## src/hw/vlat_pkg.sv

```systemverilog
// ****************************************
// Variable-latency interconnect package
// Shared counts, widths, vector types and
// the bank request and response structs
// ****************************************

package vlat_pkg;

  // Topology
  localparam int unsigned NUM_INI         = 4;  // Initiators
  localparam int unsigned NUM_BANKS       = 4;  // Word-interleaved banks

  // Data path
  localparam int unsigned DATA_W          = 32;
  localparam int unsigned BE_W            = DATA_W / 8;

  // Address layout, LSB first: byte offset, bank select, word address
  localparam int unsigned ADDR_W          = 12;
  localparam int unsigned BYTE_OFF_W      = 2;
  localparam int unsigned BANK_W          = 2;  // log2 of NUM_BANKS
  localparam int unsigned MEM_ADDR_W      = 6;  // 64 words per bank
  localparam int unsigned INI_W           = 2;  // log2 of NUM_INI

  // Response queue sizing
  localparam int unsigned NUM_OUTSTANDING = 2;  // Per bank
  localparam int unsigned CNT_W           = 2;  // Holds 0 to NUM_OUTSTANDING
  localparam int unsigned MAX_LAT         = 3;  // Longest bank latency in cycles

  typedef logic [DATA_W-1:0]     data_t;
  typedef logic [BE_W-1:0]       be_t;
  typedef logic [ADDR_W-1:0]     addr_t;
  typedef logic [BANK_W-1:0]     bank_idx_t;
  typedef logic [MEM_ADDR_W-1:0] mem_addr_t;
  typedef logic [INI_W-1:0]      ini_idx_t;

  // Request as seen by one bank, 45 bits
  typedef struct packed {
    ini_idx_t  ini;    // Who asked, travels back with the response
    logic      wen;    // 1 = write
    be_t       be;
    mem_addr_t addr;   // Word inside the bank
    data_t     wdata;
  } bank_req_t;

  // Response from one bank, 34 bits
  typedef struct packed {
    ini_idx_t ini;     // Destination initiator
    data_t    rdata;   // Old word on reads, merged word on writes
  } bank_resp_t;

  // Bank access FSM
  typedef enum logic {
    BANK_IDLE,
    BANK_BUSY
  } bank_state_e;

endpackage

```

## src/hw/vlat_req_xbar.sv

```systemverilog
// ****************************************
// Request crossbar
// Decodes the bank from each address and
// runs one round-robin arbiter per bank
// ****************************************

`timescale 1ns/1ps

module vlat_req_xbar import vlat_pkg::*; (
  input  logic                         clk_i,
  input  logic                         rst_ni,
  // Initiator side
  input  logic      [NUM_INI-1:0]      req_i,
  input  addr_t     [NUM_INI-1:0]      add_i,
  input  logic      [NUM_INI-1:0]      wen_i,
  input  data_t     [NUM_INI-1:0]      wdata_i,
  input  be_t       [NUM_INI-1:0]      be_i,
  output logic      [NUM_INI-1:0]      gnt_o,
  // Bank side
  input  logic      [NUM_BANKS-1:0]    credit_ok_i,  // Queue has room
  input  logic      [NUM_BANKS-1:0]    bank_rdy_i,   // Bank idle
  output bank_req_t [NUM_BANKS-1:0]    bank_req_o,
  output logic      [NUM_BANKS-1:0]    bank_vld_o
);

  bank_idx_t [NUM_INI-1:0]            bank_sel;  // Target bank per initiator
  logic      [NUM_BANKS-1:0][NUM_INI-1:0] hit;   // Requests per bank
  logic      [NUM_BANKS-1:0]          any_hit;
  ini_idx_t  [NUM_BANKS-1:0]          win;       // Arbitration winner
  ini_idx_t  [NUM_BANKS-1:0]          rr_q;      // Highest priority initiator

  // Bank select sits right above the byte offset
  always_comb begin
    for (int i = 0; i < NUM_INI; i++) begin
      bank_sel[i] = add_i[i][BYTE_OFF_W +: BANK_W];
    end
  end

  always_comb begin
    for (int b = 0; b < NUM_BANKS; b++) begin
      for (int i = 0; i < NUM_INI; i++) begin
        hit[b][i] = req_i[i] && (bank_sel[i] == bank_idx_t'(b));
      end
    end
  end

  // Round-robin search starting at the pointer, wraps modulo NUM_INI
  always_comb begin
    ini_idx_t idx;
    win     = rr_q;
    any_hit = '0;
    for (int b = 0; b < NUM_BANKS; b++) begin
      for (int k = 0; k < NUM_INI; k++) begin
        idx = rr_q[b] + ini_idx_t'(k);
        if (!any_hit[b] && hit[b][idx]) begin
          any_hit[b] = 1'b1;
          win[b]     = idx;
        end
      end
    end
  end

  assign bank_vld_o = any_hit & credit_ok_i;  // No strobe without a credit

  // Pack the winner's fields for each bank
  always_comb begin
    for (int b = 0; b < NUM_BANKS; b++) begin
      bank_req_o[b].ini   = win[b];
      bank_req_o[b].wen   = wen_i[win[b]];
      bank_req_o[b].be    = be_i[win[b]];
      bank_req_o[b].addr  = add_i[win[b]][BYTE_OFF_W + BANK_W +: MEM_ADDR_W];
      bank_req_o[b].wdata = wdata_i[win[b]];
    end
  end

  // Grant back to the winner only when the bank takes it this cycle
  always_comb begin
    for (int i = 0; i < NUM_INI; i++) begin
      gnt_o[i] = req_i[i] && bank_vld_o[bank_sel[i]] && bank_rdy_i[bank_sel[i]]
                 && (win[bank_sel[i]] == ini_idx_t'(i));
    end
  end

  always_ff @(posedge clk_i or negedge rst_ni) begin
    if (!rst_ni) begin
      rr_q <= '0;
    end else begin
      for (int b = 0; b < NUM_BANKS; b++) begin
        if (bank_vld_o[b] && bank_rdy_i[b]) rr_q[b] <= win[b] + 1'b1;  // Skip past winner
      end
    end
  end

endmodule

```

## config.mk

```make
export PLATFORM = sky130hd
export DESIGN_NAME = vlat_req_xbar
export DESIGN_NICKNAME = d
export VERILOG_FILES = /design/src/hw/vlat_pkg.sv /design/src/hw/vlat_req_xbar.sv
export SDC_FILE = /design/constraint.sdc
export NUM_CORES = 1
export LEC_CHECK = 0
export BUFFER_PORTS_ARGS = -buffer_cell sky130_fd_sc_hd__buf_2
export CORE_AREA = 2 2 155 157
export CTS_CLUSTER_SIZE = 25
export DETAILED_ROUTE_END_ITERATION = 6
export DIE_AREA = 0 0 157 159
export GPL_TIMING_DRIVEN = 0
export PLACE_DENSITY = 0.66
export RECOVER_POWER = 25
export SETUP_SLACK_MARGIN = 0.15
export SLEW_MARGIN = 15
export SYNTH_ARGS = -nofsm -noshare
export SYNTH_HDL_FRONTEND = slang
export SYNTH_SLANG_ARGS = --single-unit
```

## constraint.sdc

```tcl
create_clock -name clk_i -period 3.8 [get_ports clk_i]
set_input_delay 0 -clock clk_i [delete_from_list [all_inputs] [get_ports clk_i]]
set_output_delay 0 -clock clk_i [all_outputs]
set_load 0.05 [all_outputs]
```

# Yosys cells after proc, flatten, opt, wreduce, memory -nomap -nowiden

Cells that the tools add are included.

Add/sub/neg operators: 16
Magnitude comparators: 24
Equal/unequal tests: 15
Mux-type cells: 116
Bitwise operators: 1
Reduce and logical (&&, ||, !) cells: 61

Operators by type and width:

| kind                | number |
|---|---|
| $bmux 32 s2         | 4 |
| $mux 32             | 4 |
| $bmux 12 s2         | 4 |
| $lt 2x3->1 const B  | 24 |
| $bmux 1 s2          | 28 |
| $logic_and 1x1->1   | 44 |
| $mux 1              | 44 |
| $mux 10             | 4 |
| $bmux 4 s2          | 4 |
| $mux 2              | 16 |
| $eq 2x2->1 const B  | 10 |
| $add 2x1->2 const B | 8 |
| $add 2x2->2 const B | 8 |
| $bmux 2 s2          | 4 |
| $mux 4              | 4 |
| $logic_not 1->1     | 12 |
| $eq 2x1->1 const B  | 5 |
| $logic_not 2->1     | 5 |
| $and 4x4->4         | 1 |

Register bits after elaboration: 8
Input bits: 210
Logic and storage cells: 237

# Longest topological paths before layout

Gate-level depths: netlist of the first run.

Word-level depth: 20
Gate-level depth with buffers: 11

# Least setup slack after synthesis of the first run

OpenSTA, ideal clock, no wires.

Kind: input port to output port
Start: in add_i[3] (netlist bit)
End: out gnt_o[1]
Arrival: 3.362 ns
Required time: 3.800 ns
Path slack: 0.438 ns
Stages: 6
Buffers on the path: 1
Cell sequence: clkbuf_1 > nand3b_1 > a41oi_1 > nand2_1 > or3_1 > a221oi_1

Cells in the longest elaborated chain, start to end: 20
Elaborated cells on any way between the ends: 101
Classes of those cells: eq/ne: 4; mux: 64; bitwise: 1; reduce/logical: 32

RTL lines:

| element                           | RTL line            | text |
|---|---|---|
| start: declaration                | vlat_req_xbar.sv:14 | `input addr_t [NUM_INI-1:0] add_i,` |
| $eq 2x1->1 *                      | vlat_req_xbar.sv:42 | `hit[b][i] = req_i[i] && (bank_sel[i] == bank_idx_t'(b));` |
| $logic_and 1x1->1 *               | vlat_req_xbar.sv:42 |  |
| $bmux 1 s2                        | vlat_req_xbar.sv:55 | `if (!any_hit[b] && hit[b][idx]) begin` |
| $mux 1 (implied by the code)      | vlat_req_xbar.sv:55 |  |
| $mux 1                            | vlat_req_xbar.sv:55 |  |
| $logic_not 1->1                   | vlat_req_xbar.sv:55 |  |
| $logic_and 1x1->1                 | vlat_req_xbar.sv:55 |  |
| $mux 1                            | vlat_req_xbar.sv:55 |  |
| [... 4 more ...]                  | -                   |  |
| $logic_and 1x1->1                 | vlat_req_xbar.sv:55 |  |
| $mux 1 *                          | vlat_req_xbar.sv:55 |  |
| $and 4x4->4 *                     | vlat_req_xbar.sv:63 | `assign bank_vld_o = any_hit & credit_ok_i;` |
| net bank_vld_o[1]                 | vlat_req_xbar.sv:23 | `output logic [NUM_BANKS-1:0] bank_vld_o` |
| $bmux 1 s2 *                      | vlat_req_xbar.sv:79 | `gnt_o[i] = req_i[i] && bank_vld_o[bank_sel[i]] && bank_rdy_i[bank_sel[i]]` |
| $mux 1 (implied by the code) *    | vlat_req_xbar.sv:79 |  |
| $logic_and 1x1->1 * (2 in series) | vlat_req_xbar.sv:79 |  |
| $logic_and 1x1->1 *               | vlat_req_xbar.sv:80 | `&& (win[bank_sel[i]] == ini_idx_t'(i));` |
| end: declaration                  | vlat_req_xbar.sv:18 | `output logic [NUM_INI-1:0] gnt_o,` |

Mark *: on every way through the listed nets, which the timed path passes. The rest lies on a longest branch. The select of a mux whose other input is x is not followed.

# Worst setup path in the final report of the first run

Start: reg rr_q[3] (netlist bit)
End: out gnt_o[0]

Cells in the longest elaborated chain, start to end: 18
Elaborated cells on any way between the ends: 33
Classes of those cells: add/sub: 3; mux: 19; bitwise: 1; reduce/logical: 10

RTL lines:

| element                                                              | RTL line            | text |
|---|---|---|
| start: declaration                                                   | vlat_req_xbar.sv:30 | `ini_idx_t [NUM_BANKS-1:0] rr_q;` |
| start signal: indexed assignment                                     | vlat_req_xbar.sv:89 | `if (bank_vld_o[b] && bank_rdy_i[b]) rr_q[b] <= win[b] + 1'b1;` |
| parallel branches: the longest is 17 deep, another holds $add 2x1->2 | -                   |  |
| $logic_and 1x1->1 *                                                  | vlat_req_xbar.sv:80 |  |

Every way passes the cells marked *. The select of a mux whose other input is x is not followed.

==> results of run 1 <==
[per-stage QoR]
| step | utilization [%] | hold WS, ns | setup slack (ns) |
|---|---|---|---|
| CTS | 37.8 | 0.134 | 0.269 |
| global placement | 37.4 | -0.120 | 0.412 |
| detailed placement | 37.4 | -0.116 | 0.393 |
| floorplan | - | -0.296 | 0.438 |
| finish | 37.7 | 0.129 | 0.313 |
| global route | 37.7 | 0.174 | 0.108 |
[layout by cell type (no fill, tap or decap), types with 9 or more instances in the layout]
master	instances
sky130_fd_sc_hd__buf_2	371
sky130_fd_sc_hd__nand2_1	188
sky130_fd_sc_hd__o21ai_0	95
sky130_fd_sc_hd__mux2_2	88
sky130_fd_sc_hd__mux2i_1	87
sky130_fd_sc_hd__clkbuf_1	64
sky130_fd_sc_hd__a211oi_1	45
sky130_fd_sc_hd__a31oi_1	45
sky130_fd_sc_hd__and2_1	44
sky130_fd_sc_hd__mux4_2	44
sky130_fd_sc_hd__clkbuf_2	19
sky130_fd_sc_hd__inv_1	13
sky130_fd_sc_hd__nand3_1	9
sky130_fd_sc_hd__a21oi_1	9
sky130_fd_sc_hd__buf_1	9
[area by class of cell]
| type | count | share of cell area [%] |
|---|---|---|
| Multi-Input combinational cell | 747 | 65.8 |
| Inverter | 14 | 0.601 |
| Timing Repair Buffer | 381 | 21.6 |
| Sequential cell | 8 | 2.29 |
| Clock buffer | 3 | 0.858 |
| Buffer | 85 | 4.12 |
| Antenna cell | 6 | 0.172 |
| Tap cell | 319 | 4.56 |
[power by group through the flow]
stage               combinational [mW]  sequential [mW]  clock (mW)
global route                      8.65            0.177       0.189
global placement                  8.21            0.169           0
finish                            8.27            0.171       0.188
detailed placement                8.24            0.171           0
floorplan                         6.12            0.158           0
CTS                               8.27            0.170       0.188
[per-layer routing]
metal  share of wire [%]  up-vias
li1                    -     4003
met1                  40     4294
met2                  48      589
met3                 9.2       67
met4                 2.3        0
met5                   0        -
[worst max-delay path by stage]
stage | start | end | slack, ns | cells after the start
2_1_floorplan | add_i[3] | gnt_o[1] | 0.44 | 6
4_1_cts | rr_q[7] | bank_req_o[171] | 0.27 | 9
6_report | rr_q[3] | gnt_o[0] | 0.31 | 8
3_5_place_dp | add_i[3] | bank_req_o[171] | 0.39 | 11
3_3_place_gp | add_i[3] | bank_req_o[165] | 0.41 | 11
5_1_grt | rr_q[3] | gnt_o[0] | 0.11 | 8
[critical path, cell delays in order (launching register included)]
cell and delay, ns:
sky130_fd_sc_hd__dfrtp_1 0.42, sky130_fd_sc_hd__nor4bb_1 0.43, sky130_fd_sc_hd__o2bb2ai_1 0.16, sky130_fd_sc_hd__a211o_1 0.11, sky130_fd_sc_hd__clkbuf_1 0.70, sky130_fd_sc_hd__inv_1 0.38, sky130_fd_sc_hd__mux4_2 0.55, sky130_fd_sc_hd__nor4b_2 0.20
sky130_fd_sc_hd__buf_2 0.30
[timing repair]
action | in CTS | in global routing
endpoints found under the setup margin | 0 | 3
hold endpoints to repair | 8 | 0
hold buffers | 1 | 0
gates resized for setup | 0 | 2
[logic make-up (layout without fill, tap and decap cells)]
logic type	Yosys count	after routing	share of synthesized area, %
other	0	6	0
multiplexers	219	219	44.7
AND/OR/NAND/NOR	295	295	22.2
XOR/XNOR	3	3	0.412
AO/OA/AOI/OAI	230	230	22.9
flip-flops	8	8	3.14
buffers and inverters	99	483	6.55
==> summary.txt, run 1 <==
Place
  • Placed Instance Area: just under 9000 um^2
  • Hpwl dp: 27,100 um
  • PortBufs: 380
  • Placed cell count: 1,553
  • Routability congestion estimate: 0.951

Timing
  • Transition time at the pin with the least slew margin: between 1 and 1.5 ns
  • Unrepaired setup endpoints after global routing: false
  • Fin. max-slew vios: 0
  • Tightest slew margin relative to the limit: 31.1%
  • Summed negative setup slack over all endpoints: 0 ns
  • Final period utilization: between 90% and 100%
  • Minimum clock period after layout: 3.49 ns
  • Count of endpoints failing setup in the final report: 0
  • Maximum clock skew at final layout: 0.0000955 ns
  • Maximum operating frequency: approximately 290 MHz
  • Number of hold violations in the final report: 0

Yosys
  • Cell area after synthesis: around 6400 um^2
  • Cell taking the most area after synthesis: sky130_fd_sc_hd__mux2_2
  • Syn nets: 1,064
  • Primary flip-flop cell chosen by synthesis mapping: sky130_fd_sc_hd__dfrtp_1
  • Number of warnings printed during yosys synthesis: 0
  • Post-synth EDFFs: 0
  • Synthesized area divided by synthesized cell count: 7.47 um^2
  • Proportion of synthesized flip-flops having asynchronous set or reset: 100%
  • Share of the synthesized area in the top cell type: 15.5%
  • Flip-flop and latch count after synthesis: 8
  • Most frequent cells after synthesis: 188 x sky130_fd_sc_hd__nand2_1, 95 x sky130_fd_sc_hd__o21ai_0, 88 x sky130_fd_sc_hd__mux2_2
  • Most frequent cell after synthesis: sky130_fd_sc_hd__nand2_1
  • Share of the yosys chip area belonging to registers: 3.14%
  • Number of cells produced by synthesis: 854
  • Number of distinct standard cells referenced by the synthesized netlist: 58
  • Area contributors post-synth: sky130_fd_sc_hd__mux2_2 16%, sky130_fd_sc_hd__mux4_2 16%, sky130_fd_sc_hd__mux2i_1 14%

Cells and area
  • Fillcell total: 2,513
  • Final Non-Filler Cells: approximately 1,600
  • Registers with the most flip-flops: rr_q (8)
  • Footprint of the multi-input gates: 5750 um^2
  • Final net count: 1,450
  • Number of flip-flops in the largest register: 8
  • Top register by number of flip-flops: rr_q
  • Layout overhead on the synthesized area: 37.2%
  • Final design area excluding fillers: 8750 um^2
  • Area of all sequential standard cells: approximately 200 um^2
  • Share of final-layout standard cells stronger than drive strength 1: a little over two fifths

Global route
  • Wire length of the first global-routing pass: roughly 52,000 um
  • GR Util met2: 44.7%
  • Total overflow reported by the global router: 0
  • GR Util met1: 34.8%
  • Number of global-route vias before repair: 8,698
  • Maximum number of pins on one net before global-route repair: 11
  • Highest-utilization routing layer at the global route stage: met2
  • GR Util All Layers: 26.6%
  • Met3 Resource Use GR: 4.41%
  • Antenna violations before repair: 4

Routing
  • Avg WL per Cell: 22.5 um
  • Vias: 8,953
  • Total length of routed wires: 35,100 um
  • Post-DRT Antenna Nets: 0
  • First drt pass iteration count: 6
  • Drt first-iter violations: about 740
  • Post-detailed-route via-to-cell ratio: 5.73
  • Detailed-route DRC error count: 0

CTS
  • Clock latency of the later-clocked register in the worst-skew pair: 0.24 ns
  • Total number of H-tree levels: 1
  • Clock tree from TritonCTS: yes
  • Root Buffer: sky130_fd_sc_hd__clkbuf_16
  • Deepest clock path buffer count: 2
  • Buffers inserted by post-CTS timing repair: 0
  • Clock slew at the register clock pins of the worst setup and hold paths: roughly 0.04 ns
  • Clock Sink Count: 8
  • TritonCTS Buffers: 3

Power and ir drop
  • Switching power of the nets: 6.25 mW
  • Internal: 2.38 mW
  • Leak Pwr: 4.09 nW
  • Fraction of power spent switching nets: 72.4%
  • Power density over the cells: between 900 and 1000 nW/um^2
  • Maximum vdd ir drop: 0.590 mV
  • Reg power frac: approximately 2.0%
  • Tot Pwr: 8.63 mW
  • Clock Power Share: 2.2%
  • Comb power frac: 95.8%

Critical path
  • Critical path class: flip-flop to primary output
  • Element type at the critical path end: primary output
  • Worst Reg2Reg Path Length in Cells: 6
  • Critical register-to-register path startpoint: rr_q[4]
  • Critical path peak fanout: 10
  • Setup slack of the most critical reg-to-reg path: 0.95 ns
  • Type of element launching the critical path: flip-flop
  • WP data arrival: 3.49 ns
  • Worst EP required: 3.80 ns
  • Destination of the worst register-to-register timing path: rr_q[5]

Floorplan
  • Number of cell rows: 56
  • I/O pin count: 398
  • Die boundary height: 159 um
  • Core footprint: 23,200 um^2
  • Chip width: 157 um
  • Total Die Area: 25,000 um^2
  • Initial standard-cell utilization of the core: 27.5%

Min path
  • Count of cells along the worst hold path: 3
  • Type of the tightest min-delay check: primary input to flip-flop
  • Worst Hold Endpoint: rr_q[0]
  • Startpoint of the tightest hold check path: bank_rdy_i[0]

Outcome
  • Outcome: finished clean

Job
  • Reported max-cap violation count: 0
Power figures use the tool's default switching activity.
==> inputs of run 2 (changes only) <==
--- a/config.mk
+++ b/config.mk
@@ -5,13 +5,14 @@
 export SDC_FILE = /design/constraint.sdc
 export NUM_CORES = 1
 export LEC_CHECK = 0
+export ABC_AREA = 1
 export BUFFER_PORTS_ARGS = -buffer_cell sky130_fd_sc_hd__buf_2
 export CORE_AREA = 2 2 155 157
 export CTS_CLUSTER_SIZE = 25
 export DETAILED_ROUTE_END_ITERATION = 6
 export DIE_AREA = 0 0 157 159
 export GPL_TIMING_DRIVEN = 0
-export PLACE_DENSITY = 0.66
+export PLACE_DENSITY_LB_ADDON = 0.08
 export RECOVER_POWER = 25
 export SETUP_SLACK_MARGIN = 0.15
 export SLEW_MARGIN = 15
==> run 2 against run 1 <==
- critical path type unchanged
- highest routed layer unchanged
- cell count rose by 40%
- sequential share of layout area is 0.28 points lower
- design area rose by 14%
- synthesized cell count is 73% higher
- global-route usage is 8.5 points higher
- largest cell class unchanged
- clock skew barely moved
==> summary.txt, run 2 <==
Outcome
  • Outcome: finished clean

Yosys
  • Flip-flop and latch count after synthesis: 8 (unchanged)
  • Most frequent cells after synthesis: 384 x sky130_fd_sc_hd__nand2_1, 236 x sky130_fd_sc_hd__o21ai_1, 152 x sky130_fd_sc_hd__nor2_1
  • Area contributors post-synth: sky130_fd_sc_hd__nand2_1 19%, sky130_fd_sc_hd__o21ai_1 16%, sky130_fd_sc_hd__o211ai_1 14%
  • Syn nets: 1,691 (+59%)
  • Cell area after synthesis: 7600 um^2 (+19%)
  • Proportion of synthesized flip-flops having asynchronous set or reset: 100% (unchanged)
  • Number of cells produced by synthesis: 1,481 (+73%)
  • Primary flip-flop cell chosen by synthesis mapping: sky130_fd_sc_hd__dfrtp_1
  • Share of the synthesized area in the top cell type: 19.0% (+3.4 points)
  • Number of warnings printed during yosys synthesis: 0 (unchanged)
  • Synthesized area divided by synthesized cell count: 5.13 um^2 (-31%)
  • Share of the yosys chip area belonging to registers: 2.63% (-0.51 points)
  • Number of distinct standard cells referenced by the synthesized netlist: 35 (-40%)
  • Most frequent cell after synthesis: sky130_fd_sc_hd__nand2_1
  • Post-synth EDFFs: 0 (unchanged)
  • Cell taking the most area after synthesis: sky130_fd_sc_hd__nand2_1

Floorplan
  • Number of cell rows: 56 (unchanged)
  • I/O pin count: 398 (unchanged)
  • Chip width: 157 um (unchanged)
  • Initial standard-cell utilization of the core: 32.8% (+5.3 points)
  • Core footprint: 23,200 um^2 (unchanged)
  • Die boundary height: 159 um (unchanged)
  • Total Die Area: 25,000 um^2 (unchanged)

CTS
  • Root Buffer: sky130_fd_sc_hd__clkbuf_16
  • Total number of H-tree levels: 1 (unchanged)
  • Clock latency of the later-clocked register in the worst-skew pair: 0.24 ns (about the same)
  • TritonCTS Buffers: 3 (unchanged)
  • Deepest clock path buffer count: 2 (unchanged)
  • Clock tree from TritonCTS: yes
  • Clock Sink Count: 8 (unchanged)
  • Buffers inserted by post-CTS timing repair: 0 (unchanged)
  • CTS-repair resized insts: 0 (unchanged)
  • Clock slew at the register clock pins of the worst setup and hold paths: 0.04 ns (about the same)

Routing
  • First drt pass iteration count: 6 (unchanged)
  • Post-DRT Antenna Nets: 0 (unchanged)
  • Detailed-route DRC error count: 0 (unchanged)
  • Vias: 12,566 (+40%)
  • Avg WL per Cell: 21.1 um (-6.2%)
  • Drt first-iter violations: 1,318 (+77%)
  • Total length of routed wires: 46,200 um (+32%)
  • Post-detailed-route via-to-cell ratio: 5.74 (+0.13%)

Cells and area
  • Final net count: 2,075 (+43%)
  • Layout overhead on the synthesized area: 30.9%
  • Leading cell type in the layout, fill and taps excluded: sky130_fd_sc_hd__buf_2
  • Number of flip-flops in the largest register: 8 (unchanged)
  • Share of final-layout standard cells stronger than drive strength 1: 28.2% (-15 points)
  • Highest-count cells in the layout ignoring fill and taps: 406 x sky130_fd_sc_hd__buf_2, 387 x sky130_fd_sc_hd__nand2_1, 236 x sky130_fd_sc_hd__o21ai_1
  • Registers with the most flip-flops: rr_q (8)
  • Top register by number of flip-flops: rr_q

Min path
  • Count of cells along the worst hold path: 4 (+1)
  • Type of the tightest min-delay check: primary input to flip-flop

Critical path
  • Type of element launching the critical path: flip-flop
  • Cell type of the slowest stage on the worst timing path: sky130_fd_sc_hd__clkbuf_1
  • WP data arrival: 3.44 ns (-0.05 ns)
  • Levels on crit path: 15 (+7)
  • Worst EP required: 3.80 ns (about the same)
  • Crit path buffers/inverters: 5 (+2)
  • Cell Chain, Critical Path: buf_2 > inv_1 > nand2_1 > nand2_1 > nand2_1 > nand2_1 > nand3_1 > nand2_1 > nand2_1 > nand2_1 > clkbuf_1 > buf_2 > nor2_1 > o21ai_1 > buf_2
  • Critical path peak fanout: 10 (unchanged)
  • Most used cell along the critical path: sky130_fd_sc_hd__nand2_1
  • Element type at the critical path end: primary output
  • Worst Reg2Reg Path Length in Cells: 15 (+9)
  • Critical path class: flip-flop to primary output
  • Biggest cell delay along the critical path: 0.60 ns (-0.10 ns)
  • Top Family by Delay on Critical Path: buffers and inverters

Timing
  • Summed negative setup slack over all endpoints: 0 ns (unchanged)
  • Count of endpoints failing setup in the final report: 0 (unchanged)
  • Maximum clock skew at final layout: 0.000172 ns (+0.0000762 ns)
  • Final period utilization: 90.4% (-1.3 points)
  • Unrepaired setup endpoints after global routing: false
  • Minimum clock period after layout: 3.44 ns (-0.0508 ns)
  • Transition time at the pin with the least slew margin: 0.763 ns (-0.266 ns)
  • Fin. max-slew vios: 0 (unchanged)
  • Maximum operating frequency: 291 MHz (+1.5%)
  • Tightest slew margin relative to the limit: 49.1% (+18 points)
  • Number of hold violations in the final report: 0 (unchanged)

Global route
  • Total overflow reported by the global router: 0 (unchanged)
  • Maximum number of pins on one net before global-route repair: 11 (unchanged)
  • GR Util All Layers: 35.1% (+8.5 points)
  • Number of global-route vias before repair: 11,891 (+37%)
  • Wire length of the first global-routing pass: 69,100 um (+32%)
  • Antenna violations before repair: 8 (+4)

Place
  • Hpwl dp: 35,200 um (+30%)
  • Routability congestion estimate: 0.953 (+0.26%)
  • PortBufs: 378 (-0.53%)

Job
  • Reported max-cap violation count: 0 (unchanged)
[run 2: changes by cell type after synthesis, sizes merged, moves of 45 or more]
cell,previous run,this run
nor2,6,161
inv,14,142
a31oi,45,0
nand2,188,400
buf,41,94
nand3,9,90
mux2i,87,0
o211ai,5,177
mux2,88,0
o21ai,96,353
[run 2: area by class of cell]
cell class / count / area (um^2)
Tap cell: 319 / 399
Clock buffer: 3 / 75.1
Sequential cell: 8 / 200
Timing Repair Buffer: 379 / 1870
Antenna cell: 9 / 22.5
Fill cell: 2692 / 13200
Inverter: 142 / 536
Multi-Input combinational cell: 1211 / 6110
Buffer: 120 / 742
[run 2: what timing repair did]
action / 4_1_cts / 5_1_grt
hold endpoints to repair: 8 / 0
hold buffers: 1 / 0
endpoints found under the setup margin: 0 / 0
[run 2: tightest hold or removal path: cells and delay by family]
kind                   cells  cell delay [ns]
AOI/OAI and AO/OA          1             0.06
buffers and inverters      1             0.09
and+or+nand+nor            2             0.23
[run 2: cell families (layout without fill, tap and decap cells)]
kind of cell / Yosys count / after routing / share of synthesized area, %
AO/OA/AOI/OAI: 538 / 538 / 43.6
buffers and inverters: 262 / 644 / 16.9
flip-flops: 8 / 8 / 2.63
other: 0 / 9 / 0
AND/OR/NAND/NOR: 669 / 669 / 36.4
XOR/XNOR: 4 / 4 / 0.461
[run 2: worst paths after layout]
path / from / slack, ns / end
max: rr_q[4] / 0.36 / bank_req_o[105]
min: bank_rdy_i[1] / 0.19 / rr_q[2]
max reg2reg: rr_q[0] / 0.94 / rr_q[1]
min reg2reg: rr_q[3] / 0.65 / rr_q[3]
max in group asynchronous: rst_ni / 3.09 / rr_q[0]
min in group asynchronous: rst_ni / 0.30 / rr_q[4]
[run 2: per-stage QoR]
stage / std cells / instance area, um^2 / utilization (%) / setup WS (ns) / hold WS (ns)
finish: 2191 / 9960 / 42.9 / 0.364 / 0.192
detailed placement: 2178 / 9900 / 42.7 / 0.920 / -0.109
global route: 2188 / 9950 / 42.9 / 0.178 / 0.264
floorplan: 1481 / 7600 / - / 1.15 / -0.296
global placement: 2178 / 9900 / 42.7 / 0.911 / -0.116
CTS: 2182 / 9980 / 43.0 / 0.670 / 0.183
[run 2: metal layers]
| metal | routed length (um) | global-route usage, % |
|---|---|---|
| met5 | 0 | 0 |
| met4 | 1690 | 12.7 |
| met3 | 4780 | 5.72 |
| met2 | 21300 | 58.3 |
| met1 | 18400 | 45.6 |
Power of run 2 is not shown: default switching activity piles up to over one toggle a cycle in this logic, so the estimate is an artifact.
==> inputs of run 3 (changes only) <==
--- a/config.mk
+++ b/config.mk
@@ -13,7 +13,6 @@
 export DIE_AREA = 0 0 157 159
 export GPL_TIMING_DRIVEN = 0
 export PLACE_DENSITY_LB_ADDON = 0.08
-export RECOVER_POWER = 25
 export SETUP_SLACK_MARGIN = 0.15
 export SLEW_MARGIN = 15
 export SYNTH_ARGS = -nofsm -noshare
==> run 3 against run 2 <==
- design area increased by 0.48%
- maximum frequency increased by 4.4%
- flip-flop and latch count unchanged
- hold slack worse by 0.0091 ns
- cell count did not move
- register-to-register slack better by 0.41 ns
- global-route usage did not move
- die area stayed put
- critical path type unchanged
- largest cell class unchanged
==> summary.txt, run 3 (synthesis results as in run 2) <==
Cells and area
  • Fillcell total: 2,668 (-0.89%)
  • Final design utilization: 43.1% (+0.20 points)
  • Footprint of the multi-input gates: 6120 um^2 (+0.20%)
  • Top register by number of flip-flops: rr_q
  • Area of all sequential standard cells: 200 um^2 (unchanged)
  • Final Non-Filler Cells: 2,191 (unchanged)
  • Share of final-layout standard cells stronger than drive strength 1: 29.8% (+1.7 points)
  • Highest-count cells in the layout ignoring fill and taps: 435 x sky130_fd_sc_hd__buf_2, 384 x sky130_fd_sc_hd__nand2_1, 236 x sky130_fd_sc_hd__o21ai_1
  • Final net count: 2,075 (unchanged)
  • Registers with the most flip-flops: rr_q (8)
  • Leading cell type in the layout, fill and taps excluded: sky130_fd_sc_hd__buf_2
  • Layout overhead on the synthesized area: 31.5%
  • Number of flip-flops in the largest register: 8 (unchanged)

Critical path
  • Cell Chain, Critical Path: buf_2 > inv_2 > nand2_1 > nand3_1 > nand2_1 > nor2_4 > nand3_1 > nand2_1 > nand2_1 > inv_2 > clkbuf_1 > o21ai_0 > o21ai_1 > buf_2
  • Cell type of the slowest stage on the worst timing path: sky130_fd_sc_hd__clkbuf_1
  • Worst EP required: 3.80 ns (about the same)
  • Type of element launching the critical path: flip-flop
  • Biggest cell delay along the critical path: 0.51 ns (-0.09 ns)
  • Setup slack of the most critical reg-to-reg path: 1.35 ns (+0.41 ns)
  • Critical path peak fanout: 10 (unchanged)
  • Critical path class: flip-flop to primary output
  • Crit path buffers/inverters: 5 (unchanged)
  • Most used cell along the critical path: sky130_fd_sc_hd__nand2_1
  • WP data arrival: 3.29 ns (-0.15 ns)
  • Element type at the critical path end: primary output
  • Top Family by Delay on Critical Path: buffers and inverters

Floorplan
  • Core footprint: 23,200 um^2 (unchanged)
  • Die boundary height: 159 um (unchanged)
  • I/O pin count: 398 (unchanged)
  • Number of cell rows: 56 (unchanged)
  • Chip width: 157 um (unchanged)
  • Initial standard-cell utilization of the core: 32.8% (unchanged)
  • Total Die Area: 25,000 um^2 (unchanged)

Timing
  • Count of endpoints failing setup in the final report: 0 (unchanged)
  • Unrepaired setup endpoints after global routing: false
  • Number of hold violations in the final report: 0 (unchanged)
  • Fin. max-slew vios: 0 (unchanged)
  • Tightest slew margin relative to the limit: 51.0% (+1.8 points)
  • Maximum operating frequency: 304 MHz (+4.4%)
  • Transition time at the pin with the least slew margin: 0.735 ns (-0.0274 ns)
  • Summed negative setup slack over all endpoints: 0 ns (unchanged)
  • Final period utilization: 86.6% (-3.8 points)
  • Maximum clock skew at final layout: 0.000208 ns (+0.0000367 ns)
  • Minimum clock period after layout: 3.29 ns (-0.145 ns)

Routing
  • Avg WL per Cell: 21.1 um (about the same)
  • Detailed-route DRC error count: 0 (unchanged)
  • Vias: 12,581 (+0.12%)
  • Post-DRT Antenna Nets: 0 (unchanged)
  • Drt first-iter violations: 1,268 (-3.8%)
  • Total length of routed wires: 46,100 um (about the same)
  • Post-detailed-route via-to-cell ratio: 5.74 (+0.12%)
  • First drt pass iteration count: 6 (unchanged)

Outcome
  • Outcome: finished clean

Global route
  • GR Util All Layers: 35.1% (unchanged)
  • Wire length of the first global-routing pass: 69,100 um (unchanged)
  • Maximum number of pins on one net before global-route repair: 11 (unchanged)
  • Antenna violations before repair: 8 (unchanged)
  • Number of global-route vias before repair: 11,891 (unchanged)
  • Total overflow reported by the global router: 0 (unchanged)

CTS
  • TritonCTS Buffers: 3 (unchanged)
  • Deepest clock path buffer count: 2 (unchanged)
  • Clock latency of the later-clocked register in the worst-skew pair: 0.24 ns (about the same)
  • Total number of H-tree levels: 1 (unchanged)
  • Clock Sink Count: 8 (unchanged)
  • Clock tree from TritonCTS: yes
  • Clock slew at the register clock pins of the worst setup and hold paths: 0.04 ns (about the same)
  • Root Buffer: sky130_fd_sc_hd__clkbuf_16

Place
  • Hpwl dp: 35,200 um (unchanged)
  • Placed cell count: 2,178 (unchanged)
  • PortBufs: 378 (unchanged)
  • Routability congestion estimate: 0.953 (unchanged)

Min path
  • Type of the tightest min-delay check: primary input to asynchronous set/reset pin

Job
  • Reported max-cap violation count: 0 (unchanged)
run 3: changes by cell type in the layout (fill, tap and decap cells not counted), sizes merged:
| cell | previous run | this run |
|---|---|---|
| clkbuf | 59 | 29 |
| buf | 442 | 472 |
run 3: what timing repair did:
action	4_1_cts	5_1_grt
gates resized for setup	0	0
buffers inserted	0	0
hold buffers	1	0
hold endpoints to repair	8	0
run 3: worst reg2reg max path, delay by kind of cell, from the launching register on:
kind                   cells  cell delay (ns)
AO/OA/AOI/OAI              1             0.10
buffers and inverters      4             0.91
flip-flops                 1             0.31
AND/OR/NAND/NOR           11             1.03
run 3: area by class of cell:
| class | count | share of cell area (%) |
|---|---|---|
| diodes | 9 | 0.225 |
| well taps | 319 | 3.99 |
| plain buffers | 120 | 7.48 |
| multi-input cells | 1211 | 61.2 |
| flip-flops and latches | 8 | 2.00 |
| repair buffers | 379 | 19.0 |
| inverters | 142 | 5.35 |
| clock buffers | 3 | 0.750 |
run 3: per-layer routing:
| metal | track usage, % | share of wire (%) |
|---|---|---|
| met1 | 45.6 | 40 |
| met2 | 58.3 | 46 |
| met3 | 5.72 | 11 |
| met4 | 12.7 | 3.6 |
| met5 | 0 | 0 |
run 3: through the flow:
stage          area (um^2)  hold slack [ns]  setup slack [ns]
2_1_floorplan         7600           -0.296              1.15
3_3_place_gp          9900           -0.116             0.911
3_5_place_dp          9900           -0.109             0.920
4_1_cts               9980            0.183             0.670
5_1_grt              10000            0.201             0.367
6_report             10000            0.183             0.509
run 3: worst paths after layout:
| kind | startpoint | to | cells after the start |
|---|---|---|---|
| min in group clk_i | bank_rdy_i[1] | rr_q[2] | 4 |
| worst max-delay path | rr_q[4] | bank_req_o[132] | 14 |
| worst min register to register | rr_q[3] | rr_q[3] | 3 |
| worst min-delay path | rst_ni | rr_q[4] | 2 |
| worst max register to register | rr_q[6] | rr_q[7] | 16 |
| max in group asynchronous | rst_ni | rr_q[7] | 2 |
Power of run 3 is left out for the same reason.
